### config.mk
export PLATFORM = sky130hd
export DESIGN_NAME = lsu_top
export DESIGN_NICKNAME = d
export VERILOG_FILES = /design/src/common/lsu_pkg.sv /design/src/hdl/lsu_top.sv /design/src/lsu_rdata_align/lsu_rdata_align.sv /design/src/hdl/lsu_txn_tracker.sv /design/src/lsu_request/lsu_request.sv
export VERILOG_INCLUDE_DIRS = /design/src /design/src/common
export SDC_FILE = /design/constraint.sdc
export NUM_CORES = 1
export LEC_CHECK = 0
export BUFFER_PORTS_ARGS = -buffer_cell sky130_fd_sc_hd__buf_2
export CELL_PAD_IN_SITES_DETAIL_PLACEMENT = 2
export CELL_PAD_IN_SITES_GLOBAL_PLACEMENT = 2
export CORE_MARGIN = 8
export CORE_UTILIZATION = 30
export DETAILED_ROUTE_END_ITERATION = 10
export GPL_TIMING_DRIVEN = 0
export PLACE_DENSITY = 0.8
export SLEW_MARGIN = 40
export SYNTH_ARGS = -nofsm -noshare
export SYNTH_HDL_FRONTEND = slang
export SYNTH_HIERARCHICAL = 1
export SYNTH_SLANG_ARGS = --single-unit
### constraint.sdc
create_clock -name clk -period 3.13 [get_ports clk]
set_input_delay 0 -clock clk [delete_from_list [all_inputs] [get_ports clk]]
set_output_delay 0 -clock clk [all_outputs]
set_load 0.01 [all_outputs]
### src/common/lsu_settings.svh
`ifndef LSU_SETTINGS_SVH
`define LSU_SETTINGS_SVH

// Data and address width of the LSU and its bus
`define LSU_DATA_W 32

// One enable per byte lane
`define LSU_BE_W 4

// Outstanding bus transactions allowed at once
`define LSU_DEPTH 2

// Width of the outstanding transaction counter
// Must hold the value LSU_DEPTH
`define LSU_CNT_W 2

`endif
### src/common/lsu_pkg.sv
`default_nettype none
`include "lsu_settings.svh"

package lsu_pkg;

  // Access size as encoded by the decoder
  typedef enum logic [1:0] {
    BYTE = 2'b00,
    HALF = 2'b01,
    WORD = 2'b10                          // 2'b11 is also handled as a word
  } size_e;

  // Load/store request from the EX stage
  typedef struct packed {
    logic                   req;          // LSU access strobe
    logic                   we;           // Store when set
    size_e                  size;
    logic                   sign_ext;     // Sign extend loaded data
    logic                   misaligned;   // Second phase of a split access
    logic                   useincr;      // Address is op_a + op_b
    logic [`LSU_DATA_W-1:0] op_a;
    logic [`LSU_DATA_W-1:0] op_b;
    logic [`LSU_DATA_W-1:0] wdata;        // Store data from the register file
    logic [1:0]             reg_offset;   // Byte offset of data in the register
  } ex_req_t;

  // Data bus request
  typedef struct packed {
    logic [`LSU_DATA_W-1:0] addr;
    logic                   we;
    logic [`LSU_BE_W-1:0]   be;
    logic [`LSU_DATA_W-1:0] wdata;
  } bus_req_t;

  // Data bus response
  typedef struct packed {
    logic [`LSU_DATA_W-1:0] rdata;
    logic                   err;
  } bus_resp_t;

  // Control kept for the WB stage until the response arrives
  typedef struct packed {
    size_e      size;
    logic [1:0] offset;                   // Byte offset of the access address
    logic       sign_ext;
    logic       we;
  } wb_ctrl_t;

  // Response word seen as byte lanes or as halfwords
  typedef union packed {
    logic [`LSU_BE_W-1:0][7:0]    bytes;
    logic [`LSU_BE_W/2-1:0][15:0] halves;
  } rdata_view_u;

endpackage

`default_nettype wire

### src/hdl/lsu_top.sv
`timescale 1ns/1ns
`default_nettype none
`include "lsu_settings.svh"

module lsu_top
(
  input  wire                         clk,
  input  wire                         rst_n,

  // EX stage request and pipeline control
  input  lsu_pkg::ex_req_t            ex_req_i,
  input  wire                         kill_ex_i,
  input  wire                         halt_ex_i,
  input  wire                         halt_wb_i,
  input  wire                         block_addr_i,   // Freeze addr_wb_o after a bus error

  // Data bus
  output lsu_pkg::bus_req_t           bus_req_o,
  output logic                        bus_valid_o,
  input  wire                         bus_gnt_i,
  input  wire                         bus_rvalid_i,
  input  lsu_pkg::bus_resp_t          bus_resp_i,

  // Results towards the pipeline
  output logic [`LSU_DATA_W-1:0]      rdata_o,
  output logic                        err_wb_o,
  output logic [`LSU_DATA_W-1:0]      addr_wb_o,
  output logic                        misaligned_o,   // Controller issues the second phase
  output logic                        ready_ex_o,
  output logic                        ready_wb_o,
  output logic                        busy_o
);

  logic              req_valid;                       // Request not killed
  logic              first_part;                      // Split access not yet complete
  logic              ctrl_update;                     // EX moves on to WB
  lsu_pkg::wb_ctrl_t wb_ctrl;

  //////////////////////////////////////////////////
  // Input side
  lsu_request i_request
  (
    .ex_req_i     ( ex_req_i     ),
    .kill_ex_i    ( kill_ex_i    ),
    .req_valid_o  ( req_valid    ),
    .bus_req_o    ( bus_req_o    ),
    .wb_ctrl_o    ( wb_ctrl      ),
    .misaligned_o ( misaligned_o ),
    .first_part_o ( first_part   )
  );

  //////////////////////////////////////////////////
  // Outstanding transfers and handshakes
  lsu_txn_tracker i_tracker
  (
    .clk           ( clk          ),
    .rst_n         ( rst_n        ),
    .req_valid_i   ( req_valid    ),
    .bus_req_i     ( bus_req_o    ),
    .bus_gnt_i     ( bus_gnt_i    ),
    .bus_rvalid_i  ( bus_rvalid_i ),
    .halt_ex_i     ( halt_ex_i    ),
    .halt_wb_i     ( halt_wb_i    ),
    .block_addr_i  ( block_addr_i ),
    .bus_valid_o   ( bus_valid_o  ),
    .ctrl_update_o ( ctrl_update  ),
    .ready_ex_o    ( ready_ex_o   ),
    .ready_wb_o    ( ready_wb_o   ),
    .busy_o        ( busy_o       ),
    .addr_wb_o     ( addr_wb_o    )
  );

  //////////////////////////////////////////////////
  // Output side
  lsu_rdata_align i_rdata_align
  (
    .clk           ( clk          ),
    .rst_n         ( rst_n        ),
    .ctrl_update_i ( ctrl_update  ),
    .wb_ctrl_i     ( wb_ctrl      ),
    .first_part_i  ( first_part   ),
    .bus_rvalid_i  ( bus_rvalid_i ),
    .bus_resp_i    ( bus_resp_i   ),
    .rdata_o       ( rdata_o      ),
    .err_wb_o      ( err_wb_o     )
  );

endmodule

`default_nettype wire

### src/lsu_rdata_align/lsu_rdata_align.sv
`timescale 1ns/1ns
`default_nettype none
`include "lsu_settings.svh"

module lsu_rdata_align
(
  input  wire                    clk,
  input  wire                    rst_n,

  input  wire                    ctrl_update_i,
  input  lsu_pkg::wb_ctrl_t      wb_ctrl_i,
  input  wire                    first_part_i,   // Keep the raw word for splicing
  input  wire                    bus_rvalid_i,
  input  lsu_pkg::bus_resp_t     bus_resp_i,

  output logic [`LSU_DATA_W-1:0] rdata_o,
  output logic                   err_wb_o
);

  lsu_pkg::wb_ctrl_t      wb_ctrl_q;
  lsu_pkg::rdata_view_u   resp;
  logic [`LSU_DATA_W-1:0] rdata_q;               // Held data or first half of split load
  logic [7:0]             byte_sel;
  logic [15:0]            half_sel;
  logic [`LSU_DATA_W-1:0] word_sel;
  logic [`LSU_DATA_W-1:0] rdata_ext;

  // WB control follows the access into the WB stage
  always_ff @(posedge clk, negedge rst_n)
  begin
    if (!rst_n)
      wb_ctrl_q <= '0;
    else if (ctrl_update_i)
      wb_ctrl_q <= wb_ctrl_i;
  end

  assign resp = bus_resp_i.rdata;

  //////////////////////////////////////////////////
  // Lane selection
  assign byte_sel = resp.bytes[wb_ctrl_q.offset];

  always_comb
  begin
    case (wb_ctrl_q.offset)
      2'd0:    half_sel = resp.halves[0];
      2'd1:    half_sel = {resp.bytes[2], resp.bytes[1]};
      2'd2:    half_sel = resp.halves[1];
      default: half_sel = {resp.bytes[0], rdata_q[31:24]};   // Spliced with first part
    endcase
  end

  // Misaligned words take the upper bytes of the first response
  always_comb
  begin
    case (wb_ctrl_q.offset)
      2'd0:    word_sel = resp;
      2'd1:    word_sel = {resp.bytes[0], rdata_q[31:8]};
      2'd2:    word_sel = {resp.halves[0], rdata_q[31:16]};
      default: word_sel = {resp.bytes[2], resp.bytes[1], resp.bytes[0], rdata_q[31:24]};
    endcase
  end

  // Sign or zero extension
  always_comb
  begin
    case (wb_ctrl_q.size)
      lsu_pkg::BYTE: rdata_ext = {{24{wb_ctrl_q.sign_ext && byte_sel[7]}}, byte_sel};
      lsu_pkg::HALF: rdata_ext = {{16{wb_ctrl_q.sign_ext && half_sel[15]}}, half_sel};
      default:       rdata_ext = word_sel;
    endcase
  end

  //////////////////////////////////////////////////
  // Held read data
  always_ff @(posedge clk, negedge rst_n)
  begin
    if (!rst_n)
      rdata_q <= '0;
    else if (bus_rvalid_i && !wb_ctrl_q.we)      // Loads only
      rdata_q <= first_part_i ? resp : rdata_ext;
  end

  assign rdata_o  = bus_rvalid_i ? rdata_ext : rdata_q;
  assign err_wb_o = bus_rvalid_i && bus_resp_i.err;    // Error valid only with response

endmodule

`default_nettype wire

### src/hdl/lsu_txn_tracker.sv
`timescale 1ns/1ns
`default_nettype none
`include "lsu_settings.svh"

module lsu_txn_tracker
(
  input  wire                    clk,
  input  wire                    rst_n,

  input  wire                    req_valid_i,
  input  lsu_pkg::bus_req_t      bus_req_i,
  input  wire                    bus_gnt_i,
  input  wire                    bus_rvalid_i,
  input  wire                    halt_ex_i,
  input  wire                    halt_wb_i,
  input  wire                    block_addr_i,

  output logic                   bus_valid_o,
  output logic                   ctrl_update_o,
  output logic                   ready_ex_o,
  output logic                   ready_wb_o,
  output logic                   busy_o,
  output logic [`LSU_DATA_W-1:0] addr_wb_o
);

  logic [`LSU_CNT_W-1:0] cnt_q;              // Outstanding transfers
  logic [`LSU_CNT_W-1:0] cnt_d;
  logic                  accept;             // Transfer granted this cycle

  // Hold the request back while the bus already has DEPTH transfers pending
  assign bus_valid_o = req_valid_i && (cnt_q < `LSU_CNT_W'(`LSU_DEPTH));
  assign accept      = bus_valid_o && bus_gnt_i;

  //////////////////////////////////////////////////
  // Outstanding transaction counter
  always_comb
  begin
    case ({accept, bus_rvalid_i})
      2'b10:   cnt_d = cnt_q + 1'b1;
      2'b01:   cnt_d = cnt_q - 1'b1;
      default: cnt_d = cnt_q;                // Idle or accept with response
    endcase
  end

  always_ff @(posedge clk, negedge rst_n)
  begin
    if (!rst_n)
      cnt_q <= '0;
    else
      cnt_q <= cnt_d;
  end

  // EX and WB advance together once WB holds a transfer
  assign ready_ex_o = !req_valid_i      ? !halt_ex_i :
                      (cnt_q == 2'd0)   ? accept && !halt_ex_i :
                      (cnt_q == 2'd1)   ? accept && bus_rvalid_i && !halt_ex_i :
                                          bus_rvalid_i && !halt_ex_i;

  assign ready_wb_o    = (cnt_q == 2'd0) ? !halt_wb_i : (bus_rvalid_i && !halt_wb_i);
  assign ctrl_update_o = ready_ex_o && req_valid_i;  // Load WB control
  assign busy_o        = (cnt_q != 2'd0) || bus_valid_o;

  //////////////////////////////////////////////////
  // Bus error address for the WB stage
  always_ff @(posedge clk, negedge rst_n)
  begin
    if (!rst_n)
      addr_wb_o <= '0;
    else if (accept && !block_addr_i)        // Frozen by controller after an error
      addr_wb_o <= bus_req_i.addr;
  end

endmodule

`default_nettype wire

### src/lsu_request/lsu_request.sv
`timescale 1ns/1ns
`default_nettype none
`include "lsu_settings.svh"

module lsu_request
(
  input  lsu_pkg::ex_req_t  ex_req_i,
  input  wire               kill_ex_i,

  output logic              req_valid_o,
  output lsu_pkg::bus_req_t bus_req_o,
  output lsu_pkg::wb_ctrl_t wb_ctrl_o,
  output logic              misaligned_o,
  output logic              first_part_o
);

  logic [`LSU_DATA_W-1:0] addr;             // Effective address
  logic [1:0]             offset;           // Byte offset within the word
  logic [1:0]             wdata_rot;        // Store data rotation in bytes
  logic [`LSU_BE_W-1:0]   be;
  logic [`LSU_DATA_W-1:0] wdata;
  logic                   second_phase;

  assign second_phase = ex_req_i.misaligned;
  assign req_valid_o  = ex_req_i.req && !kill_ex_i;  // Kill blocks the request

  // Post-increment style accesses add the offset operand
  assign addr   = ex_req_i.useincr ? (ex_req_i.op_a + ex_req_i.op_b) : ex_req_i.op_a;
  assign offset = addr[1:0];

  //////////////////////////////////////////////////
  // Byte enables
  always_comb
  begin
    case (ex_req_i.size)
      lsu_pkg::BYTE:
      begin
        be = 4'b0001 << offset;                        // Single lane
      end
      lsu_pkg::HALF:
      begin
        if (second_phase)
          be = 4'b0001;                                // Upper byte lands in lane 0
        else
          be = 4'b0011 << offset;                      // Lane 3 only at offset 3
      end
      default:
      begin
        if (second_phase)
          be = (4'b0001 << offset) - 4'b0001;          // Lanes below the offset
        else
          be = 4'b1111 << offset;
      end
    endcase
  end

  //////////////////////////////////////////////////
  // Store data rotation
  assign wdata_rot = offset - ex_req_i.reg_offset;

  always_comb
  begin
    case (wdata_rot)
      2'd0:    wdata = ex_req_i.wdata;
      2'd1:    wdata = {ex_req_i.wdata[23:0], ex_req_i.wdata[31:24]};
      2'd2:    wdata = {ex_req_i.wdata[15:0], ex_req_i.wdata[31:16]};
      default: wdata = {ex_req_i.wdata[7:0],  ex_req_i.wdata[31:8]};
    endcase
  end

  //////////////////////////////////////////////////
  // Misalignment detection
  // Only the first phase can be misaligned, the second one is word aligned
  always_comb
  begin
    misaligned_o = 1'b0;
    if (req_valid_o && !second_phase)
    begin
      case (ex_req_i.size)
        lsu_pkg::BYTE: misaligned_o = 1'b0;
        lsu_pkg::HALF: misaligned_o = (offset == 2'b11);  // Crosses into next word
        default:       misaligned_o = (offset != 2'b00);
      endcase
    end
  end

  assign first_part_o = misaligned_o || second_phase;

  // Second phase goes to the next word, so drop the offset
  assign bus_req_o.addr  = second_phase ? {addr[`LSU_DATA_W-1:2], 2'b00} : addr;
  assign bus_req_o.we    = ex_req_i.we;
  assign bus_req_o.be    = be;
  assign bus_req_o.wdata = wdata;

  // Control forwarded to WB for read alignment
  assign wb_ctrl_o.size     = ex_req_i.size;
  assign wb_ctrl_o.offset   = offset;                 // Offset of the original address
  assign wb_ctrl_o.sign_ext = ex_req_i.sign_ext;
  assign wb_ctrl_o.we       = ex_req_i.we;

endmodule

`default_nettype wire

==> results.json <==
{
  "ys_warn_count": 6,
  "post-route-drc-count": 0,
  "rsz0062_at_grt": "false",
  "routabilityCongestion": 0.910,
  "grt_pass1_wl_mm": 62.9,
  "grt_util_all_layers_pct": 24.0,
  "num_rows": 61,
  "cts_tree": "done",
  "worstPathArrival_ns": 3.05,
  "syn2layout_area_growth_pct": 28.5,
  "dieArea_sq_mm": 0.0338,
  "crit_slowest_cell": "o311ai_0",
  "p_per_area_mw_per_mm2": 798,
  "synth_cells": 942,
  "cp_slowest_stage_delay_ns": 0.69,
  "synth_seq_cells": 72,
  "die_w_um": 184,
  "antenna_found_initial": 3,
  "cap_violations": 0,
  "clk_pin_slew_ns": 0.06,
  "period_share_pct": 97.4,
  "wl_per_cell_um": 25.3,
  "crit_family": "compound AO/OA/AOI/OAI gates",
  "ant_nets": 0,
  "cp_cell_sequence": "buf_2 > ha_1 > inv_1 > fa_1 > inv_1 > a21o_1 > a41oi_1 > o211ai_1 > a21o_1 > o21a_1 > o311ai_0 > buf_2",
  "cp-end-kind": "output port",
  "fp.coreArea_sq_mm": 0.0278,
  "synth_ff_type": "dfrtp_1",
  "ir_drop_mv": 0.253,
  "critPathKind": "in2out",
  "wl_mm": 41.2,
  "hp-class": "in2reg",
  "final-setup-viol-count": 0,
  "ctsHtreeMaxLevel": 3,
  "cts_buffer_depth": 2,
  "finalSetupTns_ns": 0,
  "cp_data_required_time_ns": 3.13,
  "drt_iter0_drc": 534,
  "synth_edf_count": 0,
  "synthDistinctLibCells": 80,
  "hpwl_mm": 31.8,
  "fin_skew_ns": 0.00735,
  "finalHoldViolCount": 0,
  "cts_inserted_buffers": 9,
  "gr-total-overflow": 0,
  "pin_count": 285,
  "hold_ws_ns": 0.0288,
  "die_h_um": 184,
  "avgSynthCellArea_sq_um": 8.98,
  "clock_sinks": 72,
  "drt-vias-per-instance": 5.63,
  "postSynth.asyncResetShare_pct": 100,
  "slew_viol_final": 0,
  "synth_seq_area_share_pct": 21.3,
  "root_buffer": "clkbuf_16",
  "io_buffers": 280,
  "nNetsFinal": 1435,
  "worstMarginPinSlew_ns": 0.888,
  "first_global_vias": 10600,
  "start_util_pct": 30.5,
  "max_freq_mhz": 328,
  "slew_headroom_pct": 40.8,
  "outcome": "completed",
  "vias": 9191,
  "dr.pass1.iters": 4,
  "crit_path_max_fanout": 5,
  "syn_nets": 1131,
  "crit_path_start_kind": "input pin",
  "synth.cell_area_sq_mm": 0.00846,
  "clkLatencyLatePin_ns": 0.36,
  "leakage_nw": 5.20,
  "drive_above_1_share_pct": 38.7,
  "layout_min_cycle_time_ns": 3.05,
  "grt_max_degree": 43,
  "worstPathBufferInverterCount": 4
}
per-layer routing:
layer | GRT usage (%) | part of all wire, %
met1 | 28.6 | 42
met5 | 0 | 0
met4 | 9.49 | 2.9
met2 | 40.8 | 48
met3 | 6.15 | 6.9
cell usage in the layout, fill, tap and decap left out, drive strengths merged, types with 8 or more instances in the layout:
master and n:
nor2 69, a21oi 107, mux2i 83, mux2 67, o211ai 8, a31oi 12, dfrtp 72, buf 324
xor2 8, nand2b 9, nand2 52, a211oi 11, nor3b 8, a22oi 8, nand3 20, ha 42
xnor2 20, nor2b 13, nand3b 12, mux4 24, o21ai 65, and3 29, a21o 17, clkbuf 47
and2 8, inv 30
kinds of logic after synthesis:
kind of cell    synth area share, %
buf+inv                        5.97
simple gates                   16.0
fa+ha+maj                      6.45
compound gates                 20.8
flops                          21.3
xor+xnor                       2.99
mux                            26.5
path summary, 6_finish.rpt:
kind                                                 start                   endpoint  slack [ns]  cells past startpoint
worst max-delay path                          ex_req_i[34]              bus_req_o[67]        0.08                     12
worst min-delay path                          ex_req_i[73]     i_tracker/addr_wb_o[7]        0.03                      3
worst max register to register  i_rdata_align/wb_ctrl_q[4]   i_rdata_align/rdata_q[9]        0.68                      6
worst min register to register    i_rdata_align/rdata_q[3]   i_rdata_align/rdata_q[3]        0.50                      2
max in group asynchronous                            rst_n  i_rdata_align/rdata_q[24]        2.44                      3
min in group asynchronous                            rst_n     i_tracker/addr_wb_o[4]        0.10                      2
worst register-to-register path: cells and delay by family, from the launching register on:
family / cells / cell delay [ns]
AO/OA/AOI/OAI: 3 / 0.95
buffers and inverters: 3 / 1.11
flip-flops: 1 / 0.32
flip-flops by register name, indices dropped and copies added, names as in the netlist:
signal                   cells
i_rdata_align/rdata_q       32
i_tracker/cnt_q              2
i_rdata_align/wb_ctrl_q      6
i_tracker/addr_wb_o         32
what timing repair did:
item                                   in CTS  in global routing
buffers inserted                            0                  5
setup endpoints to repair                  55                 53
pin swaps                                   0                  2
hold buffers                                7                  0
endpoints found under the hold margin      78                  0
gates resized for setup                     7                  8
final cells by class:
| type | count | area [sq um] |
|---|---|---|
| antenna | 3 | 7.51 |
| buffer | 72 | 407 |
| clock buffer | 13 | 280 |
| clock inverter | 3 | 46.3 |
| fill | 3257 | 16900 |
| inverter | 29 | 109 |
| multi-input combinational | 769 | 6210 |
| sequential | 72 | 1800 |
| tap | 378 | 473 |
| timing repair buffer | 293 | 1540 |
per-stage QoR:
step	cell area (sq um)	utilization, %	std cells	total power [mW]	worst slack (ns)
after detailed placement	10400	37.4	1601	7.36	-0.590
after global placement	10300	37.2	1600	7.16	-0.659
after CTS	10800	38.9	1624	8.67	0.00590
after global routing	10900	39.2	1632	9.22	0.00843
final	10900	39.2	1632	8.68	0.0829
after floorplan	8460	-	942	5.28	0.609
cells in the mapped netlist (22+ instances only):
cell      count  area (sq um)
nand2_1      52           195
and3_1       29           181
nor2_1       69           259
o21ai_0      54           270
mux4_2       24           541
ha_1         42           526
dfrtp_1      72          1800
a21oi_2      22           193
clkbuf_1     34           128
a21oi_1      85           425
mux2_2       34           383
inv_1        29           109
mux2_4       32           480
buf_2        23           115
mux2i_1      83           831
report_power, final:
| group | internal (mW) | switching, mW |
|---|---|---|
| sequential | 1.38 | 0.379 |
| combinational | 2.43 | 3.30 |
| clock | 0.709 | 0.483 |
| total | 4.52 | 4.16 |
Power figures use the tool's default switching activity.
